### config.mk
export PLATFORM = sky130hd
export DESIGN_NAME = cdp_rdma_ig
export DESIGN_NICKNAME = d
export VERILOG_FILES = /design/src/hw/cdp_rdma_pkg.sv /design/src/hw/rdma_layer_ctrl.sv /design/src/hw/rdma_cube_walker.sv /design/src/hw/rdma_addr_gen.sv /design/src/hw/rdma_stall_perf.sv /design/src/hw/cdp_rdma_ig.sv
export SDC_FILE = /design/constraint.sdc
export NUM_CORES = 1
export LEC_CHECK = 0
export BUFFER_PORTS_ARGS = -buffer_cell sky130_fd_sc_hd__buf_2
export CORE_UTILIZATION = 60
export CTS_BUF_LIST = sky130_fd_sc_hd__clkbuf_8
export CTS_CLUSTER_DIAMETER = 120
export DETAILED_ROUTE_END_ITERATION = 10
export PLACE_DENSITY = 0.84
export SETUP_SLACK_MARGIN = 0.15
export SYNTH_ARGS = -nofsm -noshare
export SYNTH_HDL_FRONTEND = slang
export SYNTH_SLANG_ARGS = --single-unit
### constraint.sdc
create_clock -name nvdla_core_clk -period 5.8 [get_ports nvdla_core_clk]
set_input_delay 0.29 -clock nvdla_core_clk [delete_from_list [all_inputs] [get_ports nvdla_core_clk]]
set_output_delay 0.29 -clock nvdla_core_clk [all_outputs]
set_load 0.02 [all_outputs]
### src/hw/cdp_rdma_pkg.sv
// shared widths, payload layout and layer state for the read DMA ingress
// atom size is fixed at 32 bytes; width groups hold at most 8 atoms
`default_nettype none

package cdp_rdma_pkg;

  // ==========================================================================
  // memory atom and cube geometry
  // ==========================================================================
  localparam int atom_bytes    = 32;
  localparam int atom_shift    = 5;
  localparam int w_group_atoms = 8;
  // channel, width, height register fields
  localparam int dim_w         = 13;

  // address, strides, request payload
  localparam int addr_w        = 64;
  localparam int stride_w      = 32;
  // only the low 3 bits of the size field carry information
  localparam int size_w        = 15;
  localparam int dma_req_pd_w  = addr_w + size_w;

  // context-queue entry layout
  localparam int cq_pd_w       = 7;
  localparam int cq_size_lsb   = 0;
  localparam int cq_align_bit  = 3;
  localparam int cq_last_w_bit = 4;
  localparam int cq_last_h_bit = 5;
  localparam int cq_last_c_bit = 6;

  // stall counter and perf registers
  localparam int perf_w        = 32;

  typedef enum logic [1:0] {
    layer_idle,
    layer_fetch,
    layer_drain
  } layer_state_e;

endpackage

`default_nettype wire

### src/hw/rdma_layer_ctrl.sv
// layer FSM: idle, fetch, drain; drain holds until egress reports done
// each valid is gated by the other side's ready so both accept together
`timescale 1ns/1ps
`default_nettype none

module rdma_layer_ctrl (
  input  logic nvdla_core_clk,
  input  logic nvdla_core_rstn,
  input  logic op_en,
  input  logic eg2ig_done,
  input  logic dma_ready,
  input  logic cq_ready,
  input  logic cube_end,
  output logic dma_valid,
  output logic cq_valid,
  output logic cmd_accept,
  output logic op_load,
  output logic layer_end
);

  cdp_rdma_pkg::layer_state_e state;
  logic                       fetching;

  assign fetching   = (state == cdp_rdma_pkg::layer_fetch);
  // start pulse, one cycle since the state leaves idle on the next edge
  assign op_load    = (state == cdp_rdma_pkg::layer_idle) & op_en;

  // cross-gated valids
  assign dma_valid  = fetching & cq_ready;
  assign cq_valid   = fetching & dma_ready;
  assign cmd_accept = fetching & dma_ready & cq_ready;
  // accept of the final step of the cube
  assign layer_end  = cmd_accept & cube_end;

  always_ff @(posedge nvdla_core_clk or negedge nvdla_core_rstn) begin
    if (!nvdla_core_rstn) begin
      state <= cdp_rdma_pkg::layer_idle;
    end else begin
      case (state)
        cdp_rdma_pkg::layer_idle: begin
          if (op_load) state <= cdp_rdma_pkg::layer_fetch;
        end
        cdp_rdma_pkg::layer_fetch: begin
          if (layer_end) state <= cdp_rdma_pkg::layer_drain;
        end
        cdp_rdma_pkg::layer_drain: begin
          // next layer config may only load after egress is done
          if (eg2ig_done) state <= cdp_rdma_pkg::layer_idle;
        end
        default: state <= cdp_rdma_pkg::layer_idle;
      endcase
    end
  end

endmodule

`default_nettype wire

### src/hw/rdma_cube_walker.sv
// walks the cube: channel groups innermost, width groups, then lines
// channel, width, height are value minus one; counters wrap at cube end
`timescale 1ns/1ps
`default_nettype none

module rdma_cube_walker (
  input  logic                           nvdla_core_clk,
  input  logic                           nvdla_core_rstn,
  input  logic                           cmd_accept,
  input  logic [cdp_rdma_pkg::dim_w-1:0] channel,
  input  logic [cdp_rdma_pkg::dim_w-1:0] width,
  input  logic [cdp_rdma_pkg::dim_w-1:0] height,
  output logic                           is_last_c,
  output logic                           is_last_w,
  output logic                           is_last_h,
  output logic                           cube_end,
  output logic [2:0]                     req_size
);

  logic [cdp_rdma_pkg::dim_w-cdp_rdma_pkg::atom_shift-1:0] c_cnt;
  logic [cdp_rdma_pkg::dim_w:0]                            w_cnt;
  logic [cdp_rdma_pkg::dim_w-1:0]                          h_cnt;
  logic [cdp_rdma_pkg::dim_w:0]                            w_sum;
  logic [cdp_rdma_pkg::dim_w:0]                            w_groups;
  logic                                                    slice_end;

  // ==========================================================================
  // width group count: ceil((width + 1) / 8)
  // ==========================================================================
  // width + 8 equals (width + 1) + 7
  assign w_sum    = {1'b0, width}
                  + (cdp_rdma_pkg::dim_w + 1)'(cdp_rdma_pkg::w_group_atoms);
  assign w_groups = w_sum >> $clog2(cdp_rdma_pkg::w_group_atoms);

  // position flags
  assign is_last_c  = (c_cnt == channel[cdp_rdma_pkg::dim_w-1:cdp_rdma_pkg::atom_shift]);
  assign is_last_w  = (w_cnt == w_groups - (cdp_rdma_pkg::dim_w + 1)'(1));
  assign is_last_h  = (h_cnt == height);
  assign slice_end  = is_last_c & is_last_w;
  assign cube_end   = slice_end & is_last_h;

  // ==========================================================================
  // counters, all step on accept only
  // ==========================================================================
  always_ff @(posedge nvdla_core_clk or negedge nvdla_core_rstn) begin
    if (!nvdla_core_rstn) begin
      c_cnt <= '0;
      w_cnt <= '0;
      h_cnt <= '0;
    end else if (cmd_accept) begin
      // channel group
      if (is_last_c) c_cnt <= '0;
      else c_cnt <= c_cnt + 1'b1;
      // width group moves after a full channel walk
      if (slice_end) w_cnt <= '0;
      else if (is_last_c) w_cnt <= w_cnt + 1'b1;
      // next line after a full slice
      if (cube_end) h_cnt <= '0;
      else if (slice_end) h_cnt <= h_cnt + 1'b1;
    end
  end

  // ==========================================================================
  // atoms in this request, minus one
  // ==========================================================================
  // a lone group is its own tail group
  always_comb begin
    if (is_last_w) begin
      // partial tail group
      req_size = width[2:0];
    end else begin
      req_size = 3'd7;
    end
  end

endmodule

`default_nettype wire

### src/hw/rdma_addr_gen.sv
// request address generation; strides are added unsigned, no wrap check
// all bases load from the source base at layer start
`timescale 1ns/1ps
`default_nettype none

module rdma_addr_gen (
  input  logic                              nvdla_core_clk,
  input  logic                              nvdla_core_rstn,
  input  logic                              op_load,
  input  logic                              cmd_accept,
  input  logic                              is_last_c,
  input  logic                              is_last_w,
  input  logic [2:0]                        req_size,
  input  logic [cdp_rdma_pkg::addr_w-1:0]   base_addr,
  input  logic [cdp_rdma_pkg::stride_w-1:0] line_stride,
  input  logic [cdp_rdma_pkg::stride_w-1:0] surf_stride,
  output logic [cdp_rdma_pkg::addr_w-1:0]   req_addr
);

  logic [cdp_rdma_pkg::addr_w-1:0] line_base;
  logic [cdp_rdma_pkg::addr_w-1:0] grp_base;
  logic [cdp_rdma_pkg::addr_w-1:0] grp_step;
  logic [cdp_rdma_pkg::addr_w-1:0] next_line;

  // bytes covered by the current width group
  assign grp_step  = (cdp_rdma_pkg::addr_w'(req_size) + cdp_rdma_pkg::addr_w'(1))
                   * cdp_rdma_pkg::addr_w'(cdp_rdma_pkg::atom_bytes);
  assign next_line = line_base + cdp_rdma_pkg::addr_w'(line_stride);

  // ==========================================================================
  // line base, group base, current address
  // ==========================================================================
  always_ff @(posedge nvdla_core_clk or negedge nvdla_core_rstn) begin
    if (!nvdla_core_rstn) begin
      line_base <= '0;
      grp_base  <= '0;
      req_addr  <= '0;
    end else if (op_load) begin
      line_base <= base_addr;
      grp_base  <= base_addr;
      req_addr  <= base_addr;
    end else if (cmd_accept) begin
      if (!is_last_c) begin
        // next channel group, same width group
        req_addr <= req_addr + cdp_rdma_pkg::addr_w'(surf_stride);
      end else if (!is_last_w) begin
        // channels done, step to next width group
        grp_base <= grp_base + grp_step;
        req_addr <= grp_base + grp_step;
      end else begin
        // slice done, everything restarts one line down
        line_base <= next_line;
        grp_base  <= next_line;
        req_addr  <= next_line;
      end
    end
  end

endmodule

`default_nettype wire

### src/hw/rdma_stall_perf.sv
// read stall counter, reported per layer into alternating perf registers
// count clears at each layer end; no saturation at the top
`timescale 1ns/1ps
`default_nettype none

module rdma_stall_perf (
  input  logic                            nvdla_core_clk,
  input  logic                            nvdla_core_rstn,
  input  logic                            dma_en,
  input  logic                            dma_valid,
  input  logic                            dma_ready,
  input  logic                            layer_end,
  output logic [cdp_rdma_pkg::perf_w-1:0] perf_d0,
  output logic [cdp_rdma_pkg::perf_w-1:0] perf_d1
);

  logic [cdp_rdma_pkg::perf_w-1:0] stall_cnt;
  logic                            layer_flag;
  logic                            stall;

  // request presented but not taken
  assign stall = dma_en & dma_valid & ~dma_ready;

  always_ff @(posedge nvdla_core_clk or negedge nvdla_core_rstn) begin
    if (!nvdla_core_rstn) begin
      stall_cnt  <= '0;
      layer_flag <= 1'b0;
      perf_d0    <= '0;
      perf_d1    <= '0;
    end else begin
      if (layer_end) begin
        // even layers go to d0, odd ones to d1
        if (layer_flag) perf_d1 <= stall_cnt;
        else perf_d0 <= stall_cnt;
        layer_flag <= ~layer_flag;
        stall_cnt  <= '0;
      end else if (stall) begin
        stall_cnt <= stall_cnt + 1'b1;
      end
    end
  end

endmodule

`default_nettype wire

### src/hw/cdp_rdma_ig.sv
// read DMA ingress for the pooling engine, single memory request port
// register inputs must stay stable while a layer is running
// request and queue entry are accepted together, never one alone
`timescale 1ns/1ps
`default_nettype none

module cdp_rdma_ig (
  input  logic                                   nvdla_core_clk,
  input  logic                                   nvdla_core_rstn,
  // register file
  input  logic                                   reg2dp_op_en,
  input  logic                                   reg2dp_dma_en,
  input  logic [cdp_rdma_pkg::dim_w-1:0]         reg2dp_channel,
  input  logic [cdp_rdma_pkg::dim_w-1:0]         reg2dp_width,
  input  logic [cdp_rdma_pkg::dim_w-1:0]         reg2dp_height,
  input  logic [31:0]                            reg2dp_src_base_addr_high,
  input  logic [31:0]                            reg2dp_src_base_addr_low,
  input  logic [cdp_rdma_pkg::stride_w-1:0]      reg2dp_src_line_stride,
  input  logic [cdp_rdma_pkg::stride_w-1:0]      reg2dp_src_surface_stride,
  // memory read request
  output logic                                   dma_rd_req_valid,
  input  logic                                   dma_rd_req_ready,
  output logic [cdp_rdma_pkg::dma_req_pd_w-1:0]  dma_rd_req_pd,
  // context queue towards egress
  output logic                                   cq_wr_valid,
  input  logic                                   cq_wr_ready,
  output logic [cdp_rdma_pkg::cq_pd_w-1:0]       cq_wr_pd,
  // egress side finished the layer
  input  logic                                   eg2ig_done,
  // ping-pong stall counts
  output logic [cdp_rdma_pkg::perf_w-1:0]        dp2reg_d0_perf_read_stall,
  output logic [cdp_rdma_pkg::perf_w-1:0]        dp2reg_d1_perf_read_stall
);

  logic                              op_load;
  logic                              cmd_accept;
  logic                              layer_end;
  logic                              is_last_c;
  logic                              is_last_w;
  logic                              is_last_h;
  logic                              cube_end;
  logic [2:0]                        req_size;
  logic [cdp_rdma_pkg::addr_w-1:0]   base_addr;
  logic [cdp_rdma_pkg::addr_w-1:0]   req_addr;

  // ==========================================================================
  // layer sequencing and joined handshake
  // ==========================================================================
  rdma_layer_ctrl u_layer_ctrl (
    .nvdla_core_clk  (nvdla_core_clk),
    .nvdla_core_rstn (nvdla_core_rstn),
    .op_en           (reg2dp_op_en),
    .eg2ig_done      (eg2ig_done),
    .dma_ready       (dma_rd_req_ready),
    .cq_ready        (cq_wr_ready),
    .cube_end        (cube_end),
    .dma_valid       (dma_rd_req_valid),
    .cq_valid        (cq_wr_valid),
    .cmd_accept      (cmd_accept),
    .op_load         (op_load),
    .layer_end       (layer_end)
  );

  // position in the cube, size of current request
  rdma_cube_walker u_cube_walker (
    .nvdla_core_clk  (nvdla_core_clk),
    .nvdla_core_rstn (nvdla_core_rstn),
    .cmd_accept      (cmd_accept),
    .channel         (reg2dp_channel),
    .width           (reg2dp_width),
    .height          (reg2dp_height),
    .is_last_c       (is_last_c),
    .is_last_w       (is_last_w),
    .is_last_h       (is_last_h),
    .cube_end        (cube_end),
    .req_size        (req_size)
  );

  // 64-bit source base from the two register halves
  assign base_addr = {reg2dp_src_base_addr_high, reg2dp_src_base_addr_low};

  rdma_addr_gen u_addr_gen (
    .nvdla_core_clk  (nvdla_core_clk),
    .nvdla_core_rstn (nvdla_core_rstn),
    .op_load         (op_load),
    .cmd_accept      (cmd_accept),
    .is_last_c       (is_last_c),
    .is_last_w       (is_last_w),
    .req_size        (req_size),
    .base_addr       (base_addr),
    .line_stride     (reg2dp_src_line_stride),
    .surf_stride     (reg2dp_src_surface_stride),
    .req_addr        (req_addr)
  );

  // stall cycles seen on the request port
  rdma_stall_perf u_stall_perf (
    .nvdla_core_clk  (nvdla_core_clk),
    .nvdla_core_rstn (nvdla_core_rstn),
    .dma_en          (reg2dp_dma_en),
    .dma_valid       (dma_rd_req_valid),
    .dma_ready       (dma_rd_req_ready),
    .layer_end       (layer_end),
    .perf_d0         (dp2reg_d0_perf_read_stall),
    .perf_d1         (dp2reg_d1_perf_read_stall)
  );

  // ==========================================================================
  // payload packing
  // ==========================================================================
  // request: address low, zero-extended size above
  assign dma_rd_req_pd = {{(cdp_rdma_pkg::size_w - 3){1'b0}}, req_size, req_addr};

  // queue entry: size, align (always low), last flags
  assign cq_wr_pd[cdp_rdma_pkg::cq_size_lsb +: 3]     = req_size;
  assign cq_wr_pd[cdp_rdma_pkg::cq_align_bit]         = 1'b0;
  assign cq_wr_pd[cdp_rdma_pkg::cq_last_w_bit]        = is_last_w;
  assign cq_wr_pd[cdp_rdma_pkg::cq_last_h_bit]        = is_last_h;
  assign cq_wr_pd[cdp_rdma_pkg::cq_last_c_bit]        = is_last_c;

endmodule

`default_nettype wire

==> flow_metrics.py <==
metrics = {
    "global_routing": {
        "grt_max_degree": 101,
        "grt.overflow.total": 0,
        "antenna_found_initial": 4,
        "grt_pass1_wl_mm": 118.4,
        "grt_pass1_vias": 21650,
        "track_usage_pct": 39.64,
    },
    "placement": {
        "io_buffers": 307,
        "dp_hpwl_mm": 52.46,
        "gp_congestion": 0.9849,
    },
    "detailed_routing": {
        "drt-total-wl_mm": 75.76,
        "vias": 22410,
        "dr.pass1.iters": 8,
        "drtAntennaViolNets": 0,
        "drc": 0,
        "drt_iter0_drc": 2741,
        "avgRoutedWirePerCell_um": 22.24,
        "viasPerCell": 6.578,
    },
    "synthesis": {
        "synthTopCellsByArea": "dfrtp_1 37%, a21oi_1 5.4%, xnor2_1 5.1%",
        "ys_warn_count": 0,
        "synth_seq_cells": 326,
        "synth_edf_count": 0,
        "synthCells": 2553,
        "synthDistinctLibCells": 95,
        "synth_flop_cell": "dfrtp_1",
        "synth_top_area_share_pct": 37.06,
        "ys_seq_area_share_pct": 37.06,
        "yosysTopAreaCell": "dfrtp_1",
        "postSynthAreaPerCell_sq_um": 8.623,
        "async_reset_ff_share_pct": 100.0,
        "netlist_area_sq_um": 22010,
    },
    "pwr": {
        "p_int_mw": 4.994,
        "swShare_pct": 39.57,
        "p_comb_share_pct": 36.7,
        "ir_drop_uv": 235.4,
        "power.density_nw_per_um2": 321.4,
        "total_power_mw": 8.264,
        "p_switching_mw": 3.270,
        "seqPwrFrac_pct": 37.0,
        "clock_power_share_pct": 26.3,
        "p_leak_nw": 11.78,
    },
    "clock_tree": {
        "cts_buffer_depth": 3,
        "numCtsBuffers": 55,
        "post-cts-setup-buffers": 0,
        "cts_resized": 0,
        "clkTransAtPathRegs_ns": 0.06,
        "cts_tree": "done",
        "htree_levels": 2,
        "clock-root-buffer": "clkbuf_8",
        "insertion_delay_ns": 0.66,
        "cts.sinks": 326,
    },
    "critical_path": {
        "reg2regPathDepth": 20,
        "worstReg2RegStart": "u_cube_walker.w_cnt[6]",
        "cp-end-kind": "flop",
        "cp-startpoint": "reg2dp_width[3]",
        "start_kind": "input pin",
        "required_ns": 6.36,
        "critPathArrivalTime_ns": 5.85,
        "critPathKind": "in2reg",
        "cp_max_fo": 7,
    },
    "timing": {
        "finalSetupViolCount": 0,
        "fin_setup_tns_ns": 0,
        "rsz0062_at_grt": "no",
        "fin_skew_ns": 0.05907,
        "tightest_slew_ns": 1.088,
        "slew_viol_final": 0,
        "maxSlewHeadroom_pct": 27.00,
        "fmaxAchievable_mhz": 189.1,
        "min_period_ns": 5.287,
        "fin_crit_sh_pct": 91.15,
        "hold_ws_ns": 0.01580,
        "hold_viol": 0,
    },
    "outcome": {
        "status": "complete, no violations",
    },
    "final_layout": {
        "layout_common_cells": "326 x dfrtp_1, 306 x buf_2, 277 x nor2_1, 249 x nand2_1, 236 x a21oi_1",
        "area_delta_synth_final_pct": 16.79,
        "layout_commonest_cell": "dfrtp_1",
        "drive_gt1_share_pct": 17.48,
        "fin_nets": 3153,
    },
    "min_path": {
        "hold_start": "reg2dp_src_base_addr_low[28]",
        "min_path_cells": 3,
        "min_path_type": "in2reg",
    },
    "floorplan": {
        "pin_count": 326,
        "core_area_sq_um": 35830,
        "initial_core_util_pct": 61.44,
        "floorplan.die.height_um": 193.5,
        "dieArea_sq_um": 37460,
        "die_width_um": 193.5,
        "num_rows": 69,
    },
    "job": {
        "maxCapViolCount": 0,
    },
}
[cell usage after synthesis (all sizes together) (11+ instances only)]
master   number
o22ai        31
ha           75
o211ai       21
nor4         18
dfrtp       326
nor3         76
and4         17
a211oi       37
and3         62
xnor2       127
nor2        280
o21bai       11
a31oi        29
a2111oi      14
inv          41
xor2        123
a21oi       236
nand3       101
o21ai       136
a21o         36
nand2b       20
mux2         67
buf          59
nand2       252
and2         23
clkbuf       83
o21a         25
mux2i        31
nand4        47
[logic make-up after synthesis]
| logic type | after synthesis | synth area share [%] |
|---|---|---|
| AND/OR/NAND/NOR | 949 | 20.54 |
| AO/OA/AOI/OAI | 666 | 19.04 |
| flip-flops | 326 | 37.06 |
| XOR/XNOR | 252 | 10.15 |
| buffers and inverters | 183 | 3.802 |
| multiplexers | 98 | 4.854 |
| adder cells (fa/ha/maj) | 78 | 4.536 |
| other | 1 | 0.01703 |
[flip-flops by register name (all words and copies together), names as in the netlist, 8 cells and up]
| name | cells |
|---|---|
| u_cube_walker.c_cnt | 8 |
| u_stall_perf.perf_d0 | 32 |
| u_stall_perf.stall_cnt | 32 |
| u_cube_walker.w_cnt | 14 |
| u_addr_gen.req_addr | 64 |
| u_stall_perf.perf_d1 | 32 |
| u_addr_gen.grp_base | 64 |
| u_cube_walker.h_cnt | 13 |
| u_addr_gen.line_base | 64 |
[routing by layer]
metal / wire (um) / global-route usage, %
met1: 29230 / 53.13
met4: 3315 / 16.50
met2: 33480 / 61.06
met5: 0 / 0
met3: 9730 / 10.22
[path summary, 6_finish.rpt]
kind	end	slack [ns]
min	u_addr_gen.line_base[28]	0.02
min in group asynchronous	u_cube_walker.c_cnt[4]	0.24
max in group asynchronous	u_addr_gen.req_addr[6]	3.94
max reg2reg	u_addr_gen.req_addr[33]	0.94
max	u_addr_gen.req_addr[33]	0.51
min reg2reg	u_stall_perf.perf_d1[5]	0.49
[metrics by stage]
step                util (%)  std cells  area (sq um)  setup slack [ns]
global placement       66.78       3241         23930            0.1441
global route           71.76       3406         25710            0.2453
floorplan                  -       2565         22070            0.1923
CTS                    71.73       3402         25700            0.6251
finish                 71.76       3406         25710            0.5131
detailed placement     66.78       3241         23930          -0.02892
[area by class of cell]
class / instances / area [sq um]
diodes: 4 / 10.01
clock buffers: 67 / 922.1
clock inverters: 30 / 210.2
fillers: 2687 / 10120
inverters: 41 / 153.9
multi-input cells: 2056 / 13100
flip-flops and latches: 326 / 8158
well taps: 461 / 576.8
repair buffers: 421 / 2575
[worst max-delay path, cell delays in order]
cell and delay (ns):
buf_2 0.11, ha_1 0.21, or4_4 0.55, a2111oi_1 0.43
xnor3_1 0.29, nor4_1 0.32, and4b_4 0.30, nand2_4 0.09
nor2_2 0.15, inv_2 0.05, ha_1 0.20, xor2_1 0.17
ha_1 0.34, a21o_1 0.12, a21oi_1 0.09, or3_1 0.45
buf_4 0.20, nor3_1 0.47, buf_4 0.23, nand4_1 0.11
xor2_1 0.16, mux2i_1 0.16, o22ai_1 0.13, nor3_1 0.24
[repair_timing]
item                                    4_1_cts  5_1_grt
hold buffers                                 64        0
hold endpoints to repair                    204        0
endpoints found under the setup margin        0        0
[power groups by stage]
stage               Sequential [mW]  Clock (mW)  Combinational (mW)
CTS                            3.04        2.18                2.95
global placement               3.05           0                2.82
finish                         3.06        2.17                3.03
detailed placement             3.07           0                2.89
floorplan                      3.13           0                1.90
global route                   3.10        2.29                3.28
Note: power is estimated with default switching activity, not from simulation.
